--- src/include/sdmac_config.svh ---
////////////////////////////////////////////////////////////
// Build-time sizes for the SCSI-to-memory DMA path
// FIFO depth and pointer width must agree: depth <= 2**ptr
// Grant timeout is only checked by simulation, not enforced
////////////////////////////////////////////////////////////

`ifndef SDMAC_CONFIG_SVH
`define SDMAC_CONFIG_SVH

// Long-word entries between the byte packer and the bus master
`define SDMAC_FIFO_DEPTH 8

// Read and write pointer width
`define SDMAC_FIFO_PTR_W 3

// Cycles busReq may wait for busGrant
`define SDMAC_GRANT_TIMEOUT 64

`endif

--- src/design/sdmacPkg.sv ---
////////////////////////////////////////////////////////////
// Shared types of the DMA path
// DSACK codes are {DSACK1_, DSACK0_}, active low
// Strobes in cpuBusT are active high; invert at the pads
////////////////////////////////////////////////////////////

package sdmacPkg;

    // Bus master states
    typedef enum logic [2:0] {
        stIdle,
        stRequest,
        stOwned,
        stStrobe,
        stWaitAck,
        stLowHalf,
        stRelease
    } cpuStateT;

    // One FIFO entry, last marks the final word of a flush
    typedef struct packed {
        logic        last;
        logic [31:0] data;
    } fifoWordT;

    // Bus side of the master
    typedef struct packed {
        logic        addrStrobe;
        logic        dataStrobe;
        logic [31:0] addr;
        logic [31:0] wdata;
        logic        halfSize;
    } cpuBusT;

    typedef logic [1:0] dsackT;

    localparam dsackT dsackNone = 2'b11;
    localparam dsackT dsack16   = 2'b01;
    localparam dsackT dsack32   = 2'b00;

endpackage

--- src/design/scsiByteAssembler.sv ---
////////////////////////////////////////////////////////////
// Packs SCSI bytes big-endian into long words for the FIFO
// First byte of a word lands in bits 31:24
// Bytes must not be strobed in the cycle that flushReq is served
// scsiReady is combinational from the FIFO full flag
////////////////////////////////////////////////////////////

`timescale 1ns/1ps

module scsiByteAssembler (
    input  logic               BCLK,
    input  logic               CCRESET_,
    input  logic               scsiWr,
    input  logic [7:0]         scsiData,
    input  logic               flushReq,
    output logic               scsiReady,
    input  logic               full,
    output logic               push,
    output sdmacPkg::fifoWordT pushWord
);
    import sdmacPkg::*;

    logic [23:0] shiftReg;
    logic [1:0]  byteCnt;
    logic        holdValid;
    fifoWordT    holdWord;
    logic        flushPending;
    logic        flushAct;
    logic        holdFree;
    logic        accept;
    logic        wordDone;
    logic        markHold;
    logic        padLoad;
    logic        zeroLoad;
    logic [31:0] padData;

    // Holding register is empty or drains at this edge
    assign holdFree  = !holdValid || !full;
    assign scsiReady = holdFree;
    assign push      = holdValid && !full;
    assign accept    = scsiWr && scsiReady;
    assign wordDone  = accept && (byteCnt == 2'd3);

    // Flush cases: tag held word, pad partial word, or send an empty marker
    assign flushAct = flushReq || flushPending;
    assign markHold = flushAct && (byteCnt == 2'd0) && holdValid;
    assign padLoad  = flushAct && (byteCnt != 2'd0) && holdFree && !scsiWr;
    assign zeroLoad = flushAct && (byteCnt == 2'd0) && !holdValid && !scsiWr;

    // A word leaving in the flush cycle still carries the last flag
    assign pushWord.data = holdWord.data;
    assign pushWord.last = holdWord.last || markHold;

    always_comb begin
        case (byteCnt)
            2'd1:    padData = {shiftReg[7:0], 24'h0};
            2'd2:    padData = {shiftReg[15:0], 16'h0};
            default: padData = {shiftReg, 8'h0};
        endcase
    end

    always_ff @(posedge BCLK or negedge CCRESET_) begin
        if (!CCRESET_) begin
            byteCnt      <= 2'd0;
            holdValid    <= 1'b0;
            flushPending <= 1'b0;
        end else begin
            if (accept) begin
                byteCnt <= byteCnt + 2'd1;
            end else if (padLoad) begin
                byteCnt <= 2'd0;
            end
            if (wordDone || padLoad || zeroLoad) begin
                holdValid <= 1'b1;
            end else if (push) begin
                holdValid <= 1'b0;
            end
            if (markHold || padLoad || zeroLoad) begin
                flushPending <= 1'b0;
            end else if (flushReq) begin
                flushPending <= 1'b1;
            end
        end
    end

    always_ff @(posedge BCLK) begin
        if (accept) begin
            shiftReg <= {shiftReg[15:0], scsiData};
        end
        if (wordDone) begin
            holdWord <= '{last: 1'b0, data: {shiftReg, scsiData}};
        end else if (padLoad) begin
            holdWord <= '{last: 1'b1, data: padData};
        end else if (zeroLoad) begin
            holdWord <= '{last: 1'b1, data: 32'h0};
        end else if (markHold) begin
            holdWord.last <= 1'b1;
        end
    end

    // Environment must honour back-pressure
    assert property (@(posedge BCLK) disable iff (!CCRESET_) scsiWr |-> scsiReady)
        else $error("SCSI byte strobed while scsiReady low");

endmodule

--- src/design/dmaFifo.sv ---
////////////////////////////////////////////////////////////
// Circular long-word FIFO, single clock
// Head entry is read combinationally from the array
// Writer must respect full and reader must respect empty
////////////////////////////////////////////////////////////

`timescale 1ns/1ps

`include "sdmac_config.svh"

module dmaFifo (
    input  logic               BCLK,
    input  logic               CCRESET_,
    input  logic               push,
    input  sdmacPkg::fifoWordT pushWord,
    input  logic               pop,
    output sdmacPkg::fifoWordT headWord,
    output logic               full,
    output logic               empty
);
    import sdmacPkg::*;

    localparam int depth = `SDMAC_FIFO_DEPTH;
    localparam int ptrW  = `SDMAC_FIFO_PTR_W;

    fifoWordT        mem [depth];
    logic [ptrW-1:0] wrPtr;
    logic [ptrW-1:0] rdPtr;
    logic [ptrW:0]   count;

    // Wraps at depth, so depth need not be a power of two
    function automatic logic [ptrW-1:0] nextPtr(input logic [ptrW-1:0] ptr);
        if (ptr == ptrW'(depth - 1)) begin
            return '0;
        end
        return ptr + 1'b1;
    endfunction

    assign full     = (count == (ptrW + 1)'(depth));
    assign empty    = (count == '0);
    assign headWord = mem[rdPtr];

    always_ff @(posedge BCLK or negedge CCRESET_) begin
        if (!CCRESET_) begin
            wrPtr <= '0;
            rdPtr <= '0;
            count <= '0;
        end else begin
            if (push) begin
                wrPtr <= nextPtr(wrPtr);
            end
            if (pop) begin
                rdPtr <= nextPtr(rdPtr);
            end
            case ({push, pop})
                2'b10:   count <= count + 1'b1;
                2'b01:   count <= count - 1'b1;
                default: count <= count;
            endcase
        end
    end

    always_ff @(posedge BCLK) begin
        if (push) begin
            mem[wrPtr] <= pushWord;
        end
    end

    // Producer and consumer flow control
    assert property (@(posedge BCLK) disable iff (!CCRESET_) push |-> !full)
        else $error("FIFO push while full");

    assert property (@(posedge BCLK) disable iff (!CCRESET_) pop |-> !empty)
        else $error("FIFO pop while empty");

endmodule

--- src/design/cpuBusMaster.sv ---
////////////////////////////////////////////////////////////
// Bus master draining the FIFO into memory with write cycles
// Port width is learned from DSACK and kept in halfSize
// The first cycle after a width change still runs as long
// Width must stay fixed while a long word is in flight
// No STERM, no bus error, no retry
////////////////////////////////////////////////////////////

`timescale 1ns/1ps

`include "sdmac_config.svh"

module cpuBusMaster (
    input  logic               BCLK,
    input  logic               CCRESET_,
    input  logic               dmaEnable,
    input  logic [31:0]        baseAddr,
    input  logic               empty,
    input  sdmacPkg::fifoWordT headWord,
    output logic               pop,
    input  logic               busGrant,
    input  sdmacPkg::dsackT    dsack,
    output logic               busReq,
    output logic               busGrantAck,
    output sdmacPkg::cpuBusT   cpuBus,
    output logic               flushDone
);
    import sdmacPkg::*;

    cpuStateT    state;
    cpuStateT    nextState;
    logic        grantMeta;
    logic        grantSync;
    logic        dmaEnD;
    logic        secondHalf;
    logic        lastSeen;
    logic        asReg;
    logic        dsReg;
    logic        sizeReg;
    logic [31:0] addrCnt;
    logic [31:0] wdataReg;
    logic        ackAny;
    logic        ack32;
    logic        wordDone;
    logic        halfDone;

    // Any code other than none ends the cycle
    assign ackAny   = (state == stWaitAck) && (dsack != dsackNone);
    assign ack32    = (dsack == dsack32);
    assign wordDone = ackAny && (secondHalf || ack32);
    assign halfDone = ackAny && !wordDone;

    assign cpuBus.addrStrobe = asReg;
    assign cpuBus.dataStrobe = dsReg;
    assign cpuBus.addr       = addrCnt;
    assign cpuBus.wdata      = wdataReg;
    assign cpuBus.halfSize   = sizeReg;

    // Grant comes from another clock domain
    always_ff @(posedge BCLK or negedge CCRESET_) begin
        if (!CCRESET_) begin
            grantMeta <= 1'b0;
            grantSync <= 1'b0;
            dmaEnD    <= 1'b0;
        end else begin
            grantMeta <= busGrant;
            grantSync <= grantMeta;
            dmaEnD    <= dmaEnable;
        end
    end

    always_comb begin
        nextState = state;
        case (state)
            stIdle: begin
                if (!empty && dmaEnable) begin
                    nextState = stRequest;
                end
            end
            stRequest: begin
                if (grantSync) begin
                    nextState = stOwned;
                end
            end
            stOwned: begin
                // While pop is high the FIFO flags are one word stale
                if (!pop) begin
                    if (lastSeen || empty || !dmaEnable) begin
                        nextState = stRelease;
                    end else begin
                        nextState = stStrobe;
                    end
                end
            end
            stStrobe:  nextState = stWaitAck;
            stWaitAck: begin
                if (wordDone) begin
                    nextState = stOwned;
                end else if (halfDone) begin
                    nextState = stLowHalf;
                end
            end
            stLowHalf: nextState = stStrobe;
            stRelease: nextState = stIdle;
            default:   nextState = stIdle;
        endcase
    end

    always_ff @(posedge BCLK or negedge CCRESET_) begin
        if (!CCRESET_) begin
            state       <= stIdle;
            busReq      <= 1'b0;
            busGrantAck <= 1'b0;
            asReg       <= 1'b0;
            dsReg       <= 1'b0;
            sizeReg     <= 1'b0;
            pop         <= 1'b0;
            flushDone   <= 1'b0;
            secondHalf  <= 1'b0;
            lastSeen    <= 1'b0;
        end else begin
            state       <= nextState;
            busReq      <= nextState inside {stRequest, stOwned, stStrobe, stWaitAck, stLowHalf};
            busGrantAck <= nextState inside {stOwned, stStrobe, stWaitAck, stLowHalf};
            asReg       <= nextState inside {stStrobe, stWaitAck};
            dsReg       <= (nextState == stWaitAck);
            pop         <= wordDone;
            flushDone   <= (nextState == stRelease) && lastSeen;
            if (halfDone) begin
                secondHalf <= 1'b1;
            end else if (wordDone) begin
                secondHalf <= 1'b0;
            end
            // Width is taken from the high-half acknowledge only
            if (ackAny && !secondHalf) begin
                sizeReg <= !ack32;
            end
            if (wordDone) begin
                lastSeen <= headWord.last;
            end else if (state == stRelease) begin
                lastSeen <= 1'b0;
            end
        end
    end

    always_ff @(posedge BCLK) begin
        if (dmaEnable && !dmaEnD) begin
            addrCnt <= baseAddr;
        end else if (ackAny) begin
            addrCnt <= addrCnt + ((ack32 && !secondHalf) ? 32'd4 : 32'd2);
        end
        if (state == stOwned && nextState == stStrobe) begin
            wdataReg <= headWord.data;
        end else if (halfDone) begin
            // Low half moves to the upper lanes of a 16-bit port
            wdataReg <= {wdataReg[15:0], wdataReg[15:0]};
        end
    end

    // Data strobe only rises inside an address strobe already on the bus
    assert property (@(posedge BCLK) disable iff (!CCRESET_) $rose(dsReg) |-> $past(asReg))
        else $error("Data strobe without prior address strobe");

    assert property (@(posedge BCLK) disable iff (!CCRESET_)
                     $rose(busReq) |-> ##[1:`SDMAC_GRANT_TIMEOUT] busGrant)
        else $error("Bus grant timeout");

endmodule

--- src/design/sdmacDma.sv ---
////////////////////////////////////////////////////////////
// SCSI-to-memory DMA top level
// Single clock BCLK; busGrant is synchronized inside
// dsack is sampled once per clock, no STERM support
////////////////////////////////////////////////////////////

`timescale 1ns/1ps

module sdmacDma (
    input  logic             BCLK,
    input  logic             CCRESET_,
    input  logic             scsiWr,
    input  logic [7:0]       scsiData,
    input  logic             flushReq,
    output logic             scsiReady,
    input  logic             dmaEnable,
    input  logic [31:0]      baseAddr,
    input  logic             busGrant,
    input  sdmacPkg::dsackT  dsack,
    output logic             busReq,
    output logic             busGrantAck,
    output sdmacPkg::cpuBusT cpuBus,
    output logic             flushDone
);
    import sdmacPkg::*;

    logic     full;
    logic     empty;
    logic     push;
    logic     pop;
    fifoWordT pushWord;
    fifoWordT headWord;

    scsiByteAssembler scsiByteAssembler_i (
        .BCLK      (BCLK),
        .CCRESET_  (CCRESET_),
        .scsiWr    (scsiWr),
        .scsiData  (scsiData),
        .flushReq  (flushReq),
        .scsiReady (scsiReady),
        .full      (full),
        .push      (push),
        .pushWord  (pushWord)
    );

    dmaFifo dmaFifo_i (
        .BCLK     (BCLK),
        .CCRESET_ (CCRESET_),
        .push     (push),
        .pushWord (pushWord),
        .pop      (pop),
        .headWord (headWord),
        .full     (full),
        .empty    (empty)
    );

    cpuBusMaster cpuBusMaster_i (
        .BCLK        (BCLK),
        .CCRESET_    (CCRESET_),
        .dmaEnable   (dmaEnable),
        .baseAddr    (baseAddr),
        .empty       (empty),
        .headWord    (headWord),
        .pop         (pop),
        .busGrant    (busGrant),
        .dsack       (dsack),
        .busReq      (busReq),
        .busGrantAck (busGrantAck),
        .cpuBus      (cpuBus),
        .flushDone   (flushDone)
    );

endmodule

--- config.mk ---
export PLATFORM = sky130hd
export DESIGN_NAME = sdmacDma
export DESIGN_NICKNAME = d
export VERILOG_FILES = /design/src/design/sdmacPkg.sv /design/src/design/scsiByteAssembler.sv /design/src/design/dmaFifo.sv /design/src/design/cpuBusMaster.sv /design/src/design/sdmacDma.sv
export VERILOG_INCLUDE_DIRS = /design/src /design/src/include
export SDC_FILE = /design/constraint.sdc
export NUM_CORES = 1
export LEC_CHECK = 0
export BUFFER_PORTS_ARGS = -buffer_cell sky130_fd_sc_hd__buf_2
export CAP_MARGIN = 20
export CORE_MARGIN = 4
export CORE_UTILIZATION = 54
export DETAILED_ROUTE_END_ITERATION = 16
export GPL_TIMING_DRIVEN = 0
export PLACE_DENSITY = 0.84
export SYNTH_ARGS = -nofsm -noshare
export SYNTH_HDL_FRONTEND = slang
export SYNTH_SLANG_ARGS = --single-unit
--- constraint.sdc ---
create_clock -name BCLK -period 4.6 [get_ports BCLK]
set_clock_uncertainty 0.1 [all_clocks]
set_input_delay 0.23 -clock BCLK [delete_from_list [all_inputs] [get_ports BCLK]]
set_output_delay 0.23 -clock BCLK [all_outputs]
set_load 0.1 [all_outputs]
==> results of run 1 <==
[cells in the final DEF, fill, tap and decap left out, types with 14 or more instances in the layout]
cell	n
edfxtp_1	384
buf_2	131
nand2_1	108
mux4_2	66
dlygate4sd3_1	46
o21ai_0	45
clkbuf_16	41
clkbuf_1	37
a21oi_1	33
dfrtp_1	29
xor2_1	26
mux2i_1	18
nand3_1	17
nor2_1	15
inv_1	14
buf_6	14
[final cells by class]
cell class                 instances  area [sq um]
fill                            1901         10200
timing repair buffer             187          1356
buffer                            50         217.7
clock buffer                      48          1052
sequential                       414         12280
tap                              390         488.0
inverter                          15         56.30
multi-input combinational        472          4038
clock inverter                    26         270.3
[layer usage]
metal  wire length, um  track usage [%]  up-vias  part of all wire, %
li1                  -                -     4176                    -
met1             14530            31.71     4846                   36
met2             20440            41.10      661                   51
met3              3789            3.987      113                  9.5
met4              1231            7.569        0                  3.1
met5                 0                0        -                    0
[repair_timing]
action,4_1_cts,5_1_grt
hold endpoints to repair,81,0
hold buffers,46,0
gates resized for setup,0,0
[cells by family after synthesis]
logic type | count (synthesis) | share of synthesized area (%)
flops | 414 | 74.24
simple gates | 211 | 6.091
compound gates | 121 | 4.441
mux | 90 | 10.49
buf+inv | 65 | 1.657
xor+xnor | 34 | 1.801
fa+ha+maj | 16 | 1.286
[Yosys cell counts, drive strengths merged, types with 4 or more instances]
master	instances	share of area, %
xor2	26	1.4
mux2	6	0.41
o21ai	49	1.5
nor2b	4	0.15
mux4	66	9.0
buf	19	0.61
clkbuf	31	0.71
o22a	9	0.48
nand4	13	0.49
nand3	17	0.51
nor2	18	0.41
a22o	8	0.42
nor3	8	0.24
xnor2	8	0.42
dfrtp	29	4.4
nand2b	5	0.19
mux2i	18	1.1
edfxtp	384	70
and3	13	0.49
nand2	108	2.5
and2	12	0.45
ha	13	0.98
a21oi	33	1.0
a22oi	8	0.36
inv	14	0.32
[flip-flops by register name (all words and copies together) (netlist names), 2 cells and up]
signal,cells
cpuBusMaster_i.wdataReg,32
cpuBusMaster_i.state,3
dmaFifo_i.wrPtr,3
cpuBusMaster_i.addrCnt,32
scsiByteAssembler_i.byteCnt,2
scsiByteAssembler_i.shiftReg,24
dmaFifo_i.mem,264
dmaFifo_i.rdPtr,3
dmaFifo_i.count,4
scsiByteAssembler_i.pushWord,32
[power by group through the flow]
stage               combinational [W]  sequential, W  clock, W
global route                  0.00372        0.00571   0.00351
CTS                           0.00349        0.00563   0.00334
global placement              0.00317        0.00564         0
floorplan                     0.00183        0.00621         0
detailed placement            0.00340        0.00568         0
finish                        0.00351        0.00566   0.00333
[worst min-delay path: cells and delay by family]
kind | cells | cell delay (ps)
simple gates | 2 | 200
buf+inv | 1 | 170
[final timing paths]
path / slack (ps) / depth (start not counted) / start / endpoint
max: 1540 / 11 / dsack[1] / cpuBusMaster_i.addrCnt[20]$_DFFE_PP_
min: 30 / 3 / scsiWr / scsiByteAssembler_i.holdValid$_DFFE_PN0P_
max in group asynchronous: 3730 / 2 / CCRESET_ / cpuBusMaster_i.dsReg$_DFF_PN0_
min reg2reg: 250 / 0 / cpuBusMaster_i.grantMeta$_DFF_PN0_ / cpuBusMaster_i.grantSync$_DFF_PN0_
min in group asynchronous: 180 / 2 / CCRESET_ / scsiByteAssembler_i.byteCnt[1]$_DFFE_PN0P_
max reg2reg: 1550 / 9 / cpuBusMaster_i.secondHalf$_DFFE_PN0P_ / cpuBusMaster_i.addrCnt[20]$_DFFE_PP_
[metrics by stage]
step	hold slack [ps]	util (%)	cells	worst slack [ps]	power, W
after floorplan	-165.6	-	951	83.41	0.008038
after global placement	217.4	58.79	1458	-2862	0.008811
after detailed placement	235.5	59.98	1481	1595	0.009086
after CTS	11.08	65.94	1601	1598	0.01246
after global routing	55.28	65.95	1602	1469	0.01295
final	27.03	65.95	1602	1537	0.01249
==> reports/results.ini, run 1 <==
[synth]
synth_nets = 1014
synth_edf_count = 384
syn_area_per_cell_sq_um = 17.39
synth-async-reset-ratio_pct = 7.005
yosys.cell_types.count = 54
synth-main-ff-cell = edfxtp_1
yosysSeqAreaShare_pct = 74.24
ys_warn_count = 0
syn_area_sq_um = 16540
synth_seq_cells = 414
synthCells = 951

[placed_design]
io_buffers = 117
gp_congestion = 0.8510
dpl.hpwl_um = 24900
post_dp_cell_area_sq_um = 17970

[power]
combinationalPowerShare_pct = 28.1
p_int_w = 0.008225
switching_share_pct = 34.16
seq_power_share_pct = 45.3
p_leak_nw = 6.964
pwr-share-clk_pct = 26.6
ir_drop_mv = 0.2883
power.density_nw_per_um2 = 632.4
netSwitchingPower_w = 0.004268

[hold_path]
holdCritPathClass = input port to flip-flop

[critical_path]
crit_required_ps = 4850
arrival_ps = 3320
worstPathCellList = dlygate4sd3_1 -> buf_2 -> or3_1 -> inv_1 -> ha_1 -> a21oi_1 -> nor3b_1 -> clkbuf_1 -> nand4_1 -> xor2_1 -> o21ai_0
path_max_fanout = 10
crit_family = buffers and inverters
critPathBufInv = 4
worstSetupPathType = input port to flip-flop
start_kind = input port
cp_slowest_stage_delay_ps = 540
worst_path_max_delay_cell = dlygate4sd3_1
end_kind = flip-flop

[flow_run]
maxCapViolCount = 0

[cts]
cts.sinks = 414
clockBufferDepth = 3
cts.clk_slew.worst_paths_ps = 60
cts_buffers = 41
postCtsSetupRepairBufs = 0
clock_latency_ps = 540
clockRootBuffer = clkbuf_16
htreeDepth = 2
cts_tree = yes

[floorplanning]
rows = 63
die_width_um = 183.0
die_h_um = 183.0
io_pins = 119
core-area_sq_um = 29950
start_util_pct = 55.21
die_area_sq_um = 33490

[route]
via_per_inst = 6.115
wl_per_cell_um = 24.96
drt_iter0_drc = 1218
first_pass_iters = 6
via_count = 9796
routed_wirelength_um = 39990
drc = 0
ant_nets = 0

[sta]
rsz0062_at_grt = false
tns_ps = 0
worst_pin_slew_ps = 1003
post-route-period-util_pct = 66.59
fmax_mhz = 326.4
min_period_ps = 3063
finalHoldViolCount = 0
setup_viol_count_final = 0
slew_headroom_pct = 33.12
maxSlewViolCount = 0

[layout]
design_area_sq_um = 19760
area_delta_synth_final_pct = 19.46
layout.nets = 1244
diodes = 0
drive_above_1_share_pct = 25.25

[grt]
globalRouteOverflowTotal = 0
grt_pass1_vias = 9971
antenna_found_initial = 0
grt_max_degree = 32
grt_use_total_pct = 23.92
grt_first_pass_wirelength_um = 60710

[outcome]
outcome = complete, no violations

No activity file was read; power rests on OpenSTA's default activity.
==> inputs of run 2 (changes only) <==
Settings changed: ABC_AREA from default to 1, CORE_UTILIZATION 54 to 55, PLACE_DENSITY 0.84 to 0.85.
Clock period 4.6 ns to 2.7 ns, I/O delays scaled along.
==> reports/results.ini, run 2 <==
[layout]
final_common_cell = nand2_1  ; was edfxtp_1
diodes = 0  ; unchanged
mostFrequentLayoutCells = 535 x nand2_1, 384 x edfxtp_1, 161 x nor2_1  ; was 384 x edfxtp_1, 131 x buf_2, 108 x nand2_1
num-fill-cells = 2081  ; was 1901
layout.nets = 1891  ; was 1244
final_util_pct = 65.78  ; was 65.95%
drive_above_1_share_pct = 14.82  ; was 25.25%
largest_reg_flops = 264  ; unchanged
top_register = dmaFifo_i.mem  ; unchanged
area_delta_synth_final_pct = 17.45  ; was 19.46%

[grt]
grt_first_pass_wirelength_um = 71750  ; was 60710 um
grt_use_total_pct = 25.77  ; was 23.92%
globalRouteOverflowTotal = 0  ; unchanged
antenna_found_initial = 0  ; unchanged
grt_pass1_vias = 13519  ; was 9971
grt_max_degree = 34  ; was 32

[synth]
synth-compound-area-share_pct = 4.738  ; was 4.441%
synth_seq_cells = 414  ; unchanged
synth-async-reset-ratio_pct = 7.005  ; unchanged
synth_top_family_by_area = simple AND/OR/NAND/NOR gates  ; was multiplexers
synthCells = 1610  ; was 951
synth_nets = 1673  ; was 1014
synth_top_area_share_pct = 65.08  ; was 69.73%
synth_fa_ha_area_share_pct = 1.144  ; was 1.286%
yosys.area_share.simple_pct = 20.22  ; was 6.091%
syn_area_sq_um = 17720  ; was 16540 sq um
synth-main-ff-cell = edfxtp_1  ; unchanged
synth_xor_area_share_pct = 0.5932  ; was 1.801%
synth_area_leader_cell = edfxtp_1  ; unchanged
yosys.cell_types.count = 42  ; was 54
yosysSeqAreaShare_pct = 69.29  ; was 74.24%
synthTopCellsByCount = 536 x nand2_1, 384 x edfxtp_1, 166 x nor2_1  ; was 384 x edfxtp_1, 108 x nand2_1, 66 x mux4_2
ys_warn_count = 0  ; unchanged
synth_mux_area_share_pct = 0  ; was 10.49%
synthTopCellsByArea = edfxtp_1 65%, nand2_1 11%, dfrtp_1 4.1%  ; was edfxtp_1 70%, mux4_2 9.0%, dfrtp_1 4.4%
synth_edf_count = 384  ; unchanged
synth_most_common_cell = nand2_1  ; was edfxtp_1
syn_area_per_cell_sq_um = 11.01  ; was 17.39 sq um

[route]
first_pass_iters = 5  ; was 6
wl_per_cell_um = 20.41  ; was 24.96 um
via_count = 13380  ; was 9796
drc = 0  ; unchanged
ant_nets = 0  ; unchanged
via_per_inst = 5.926  ; was 6.115
routed_wirelength_um = 46090  ; was 39990 um
drt_iter0_drc = 1886  ; was 1218

[power]
p_leak_nw = 8.237  ; was 6.964 nW
power.density_nw_per_um2 = 1121  ; was 632.4 nW/um^2
total_power_w = 0.02333  ; was 0.01249 W
ir_drop_mv = 0.7189  ; was 0.2883 mV

[placed_design]
io_buffers = 118  ; was 117
gp_congestion = 0.9365  ; was 0.8510
dpl.hpwl_um = 30200  ; was 24900 um

[sta]
post-route-period-util_pct = 94.74
rsz0062_at_grt = false  ; unchanged
finalHoldViolCount = 0  ; unchanged
slew_headroom_pct = 42.64  ; was 33.12%
setup_viol_count_final = 0  ; unchanged
worst_pin_slew_ps = 858.4  ; was 1003 ps
fmax_mhz = 390.9
min_period_ps = 2558
maxSlewViolCount = 0  ; unchanged

[hold_path]
holdCritPathClass = input port to async pin  ; was input port to flip-flop

[cts]
clockRootBuffer = clkbuf_16  ; unchanged
htreeDepth = 2  ; unchanged
clockBufferDepth = 3  ; unchanged
clock_latency_ps = 540  ; about the same
cts_buffers = 41  ; unchanged
cts.sinks = 414  ; unchanged
cts.clk_slew.worst_paths_ps = 60  ; about the same
cts_tree = yes  ; unchanged

[critical_path]
timing.rr.start = dmaFifo_i.count[0]$_DFFE_PN0P_  ; was cpuBusMaster_i.secondHalf$_DFFE_PN0P_
start_kind = flip-flop  ; was input port
worstSetupPathType = flip-flop to flip-flop  ; was input port to flip-flop
crit_required_ps = 2670  ; was 4850 ps
r2r_cells = 5  ; was 9
path_max_fanout = 16  ; was 10
r2r_slack_ps = 140  ; was 1550 ps
r2r-end = cpuBusMaster_i.wdataReg[30]$_DFFE_PP_  ; was cpuBusMaster_i.addrCnt[20]$_DFFE_PP_
arrival_ps = 2530  ; was 3320 ps
end_kind = flip-flop  ; unchanged

[floorplanning]
die_area_sq_um = 35150  ; was 33490 sq um
die_h_um = 187.5  ; was 183.0 um
io_pins = 119  ; unchanged
start_util_pct = 56.01  ; was 55.21%
die_width_um = 187.5  ; was 183.0 um
rows = 65  ; was 63
core-area_sq_um = 31640  ; was 29950 sq um

[flow_run]
maxCapViolCount = 0  ; unchanged

[outcome]
outcome = complete, no violations  ; unchanged

==> run 2: changes by cell type after synthesis, sizes merged, moves of 17 or more <==
cell,change
nand2,+431
xor2,-17
o21ai,+17
nand3,+105
inv,+63
mux4,-66
mux2i,-18
nor2,+165
o31ai,+32
buf,+36
==> run 2: worst max-delay path, stage by stage, from the launching register on <==
cell	delay (ps)
dfrtp_1	440
nor2_4	190
nand2_1	260
nand4_4	290
buf_2	280
nand2_1	550
==> run 2: repair_timing <==
item	in CTS	in global routing
buffers inserted	0	0
hold endpoints to repair	85	0
resized for setup	0	2
hold buffers	48	0
setup endpoints to repair	0	3
==> run 2: how the worst max path moves through the flow <==
stage / end / from / slack (ps)
2_1_floorplan: dmaFifo_i.mem[1][0]$_DFFE_PP_ / dmaFifo_i.count[2]$_DFFE_PN0P_ / -140
3_3_place_gp: dmaFifo_i.mem[7][25]$_DFFE_PP_ / dmaFifo_i.count[2]$_DFFE_PN0P_ / -1410
3_5_place_dp: cpuBusMaster_i.wdataReg[19]$_DFFE_PP_ / dmaFifo_i.count[0]$_DFFE_PN0P_ / 160
4_1_cts: cpuBusMaster_i.wdataReg[31]$_DFFE_PP_ / dmaFifo_i.count[0]$_DFFE_PN0P_ / 160
5_1_grt: dmaFifo_i.count[3]$_DFFE_PN0P_ / dmaFifo_i.count[2]$_DFFE_PN0P_ / 30
6_report: cpuBusMaster_i.wdataReg[30]$_DFFE_PP_ / dmaFifo_i.count[0]$_DFFE_PN0P_ / 140
==> run 2: per-stage QoR <==
stage	hold WS [ps]	cell area [sq um]	setup WS (ps)	cells	TNS [ps]
final	112.0	20810	141.9	2258	0
after global routing	168.1	20810	32.67	2258	0
after CTS	116.6	20810	159.7	2258	0
after detailed placement	135.1	19080	163.2	2139	0
after global placement	122.6	18820	-1412	2130	-249740
after floorplan	-260.6	17730	-141.5	1610	-18680
==> run 2: where the power goes <==
part	total [W]	switching (W)	leakage, nW	internal [W]
registers	0.00999	0.00103	3.92	0.00896
clock network	0.00537	0.00230	0.608	0.00307
logic	0.00797	0.00600	3.71	0.00196
==> run 2: layout make-up <==
cell class                 instances  area, sq um  share of cell area, %
tap                              402        503.0                  2.417
inverter                          80        309.0                  1.485
sequential                       414        12280                  58.99
timing repair buffer             175         1281                  6.157
buffer                            72        402.9                  1.936
clock buffer                      55         1109                  5.327
multi-input combinational       1044         4796                  23.05
clock inverter                    16        132.6                 0.6373
==> run 2: kinds of logic (layout without fill, tap and decap cells) <==
kind of cell | count (synthesis) | count (layout)
compound gates | 148 | 148
simple gates | 869 | 869
fa+ha+maj | 15 | 15
buf+inv | 152 | 398
xor+xnor | 12 | 12
flops | 414 | 414
==> run 2: routing by layer <==
metal	GRT usage [%]	vias to the layer above	part of all wire [%]
met1	33.56	6299	35
met3	4.647	162	12
li1	-	5915	-
met4	9.401	0	3.6
met2	43.82	1004	49
met5	0	-	0
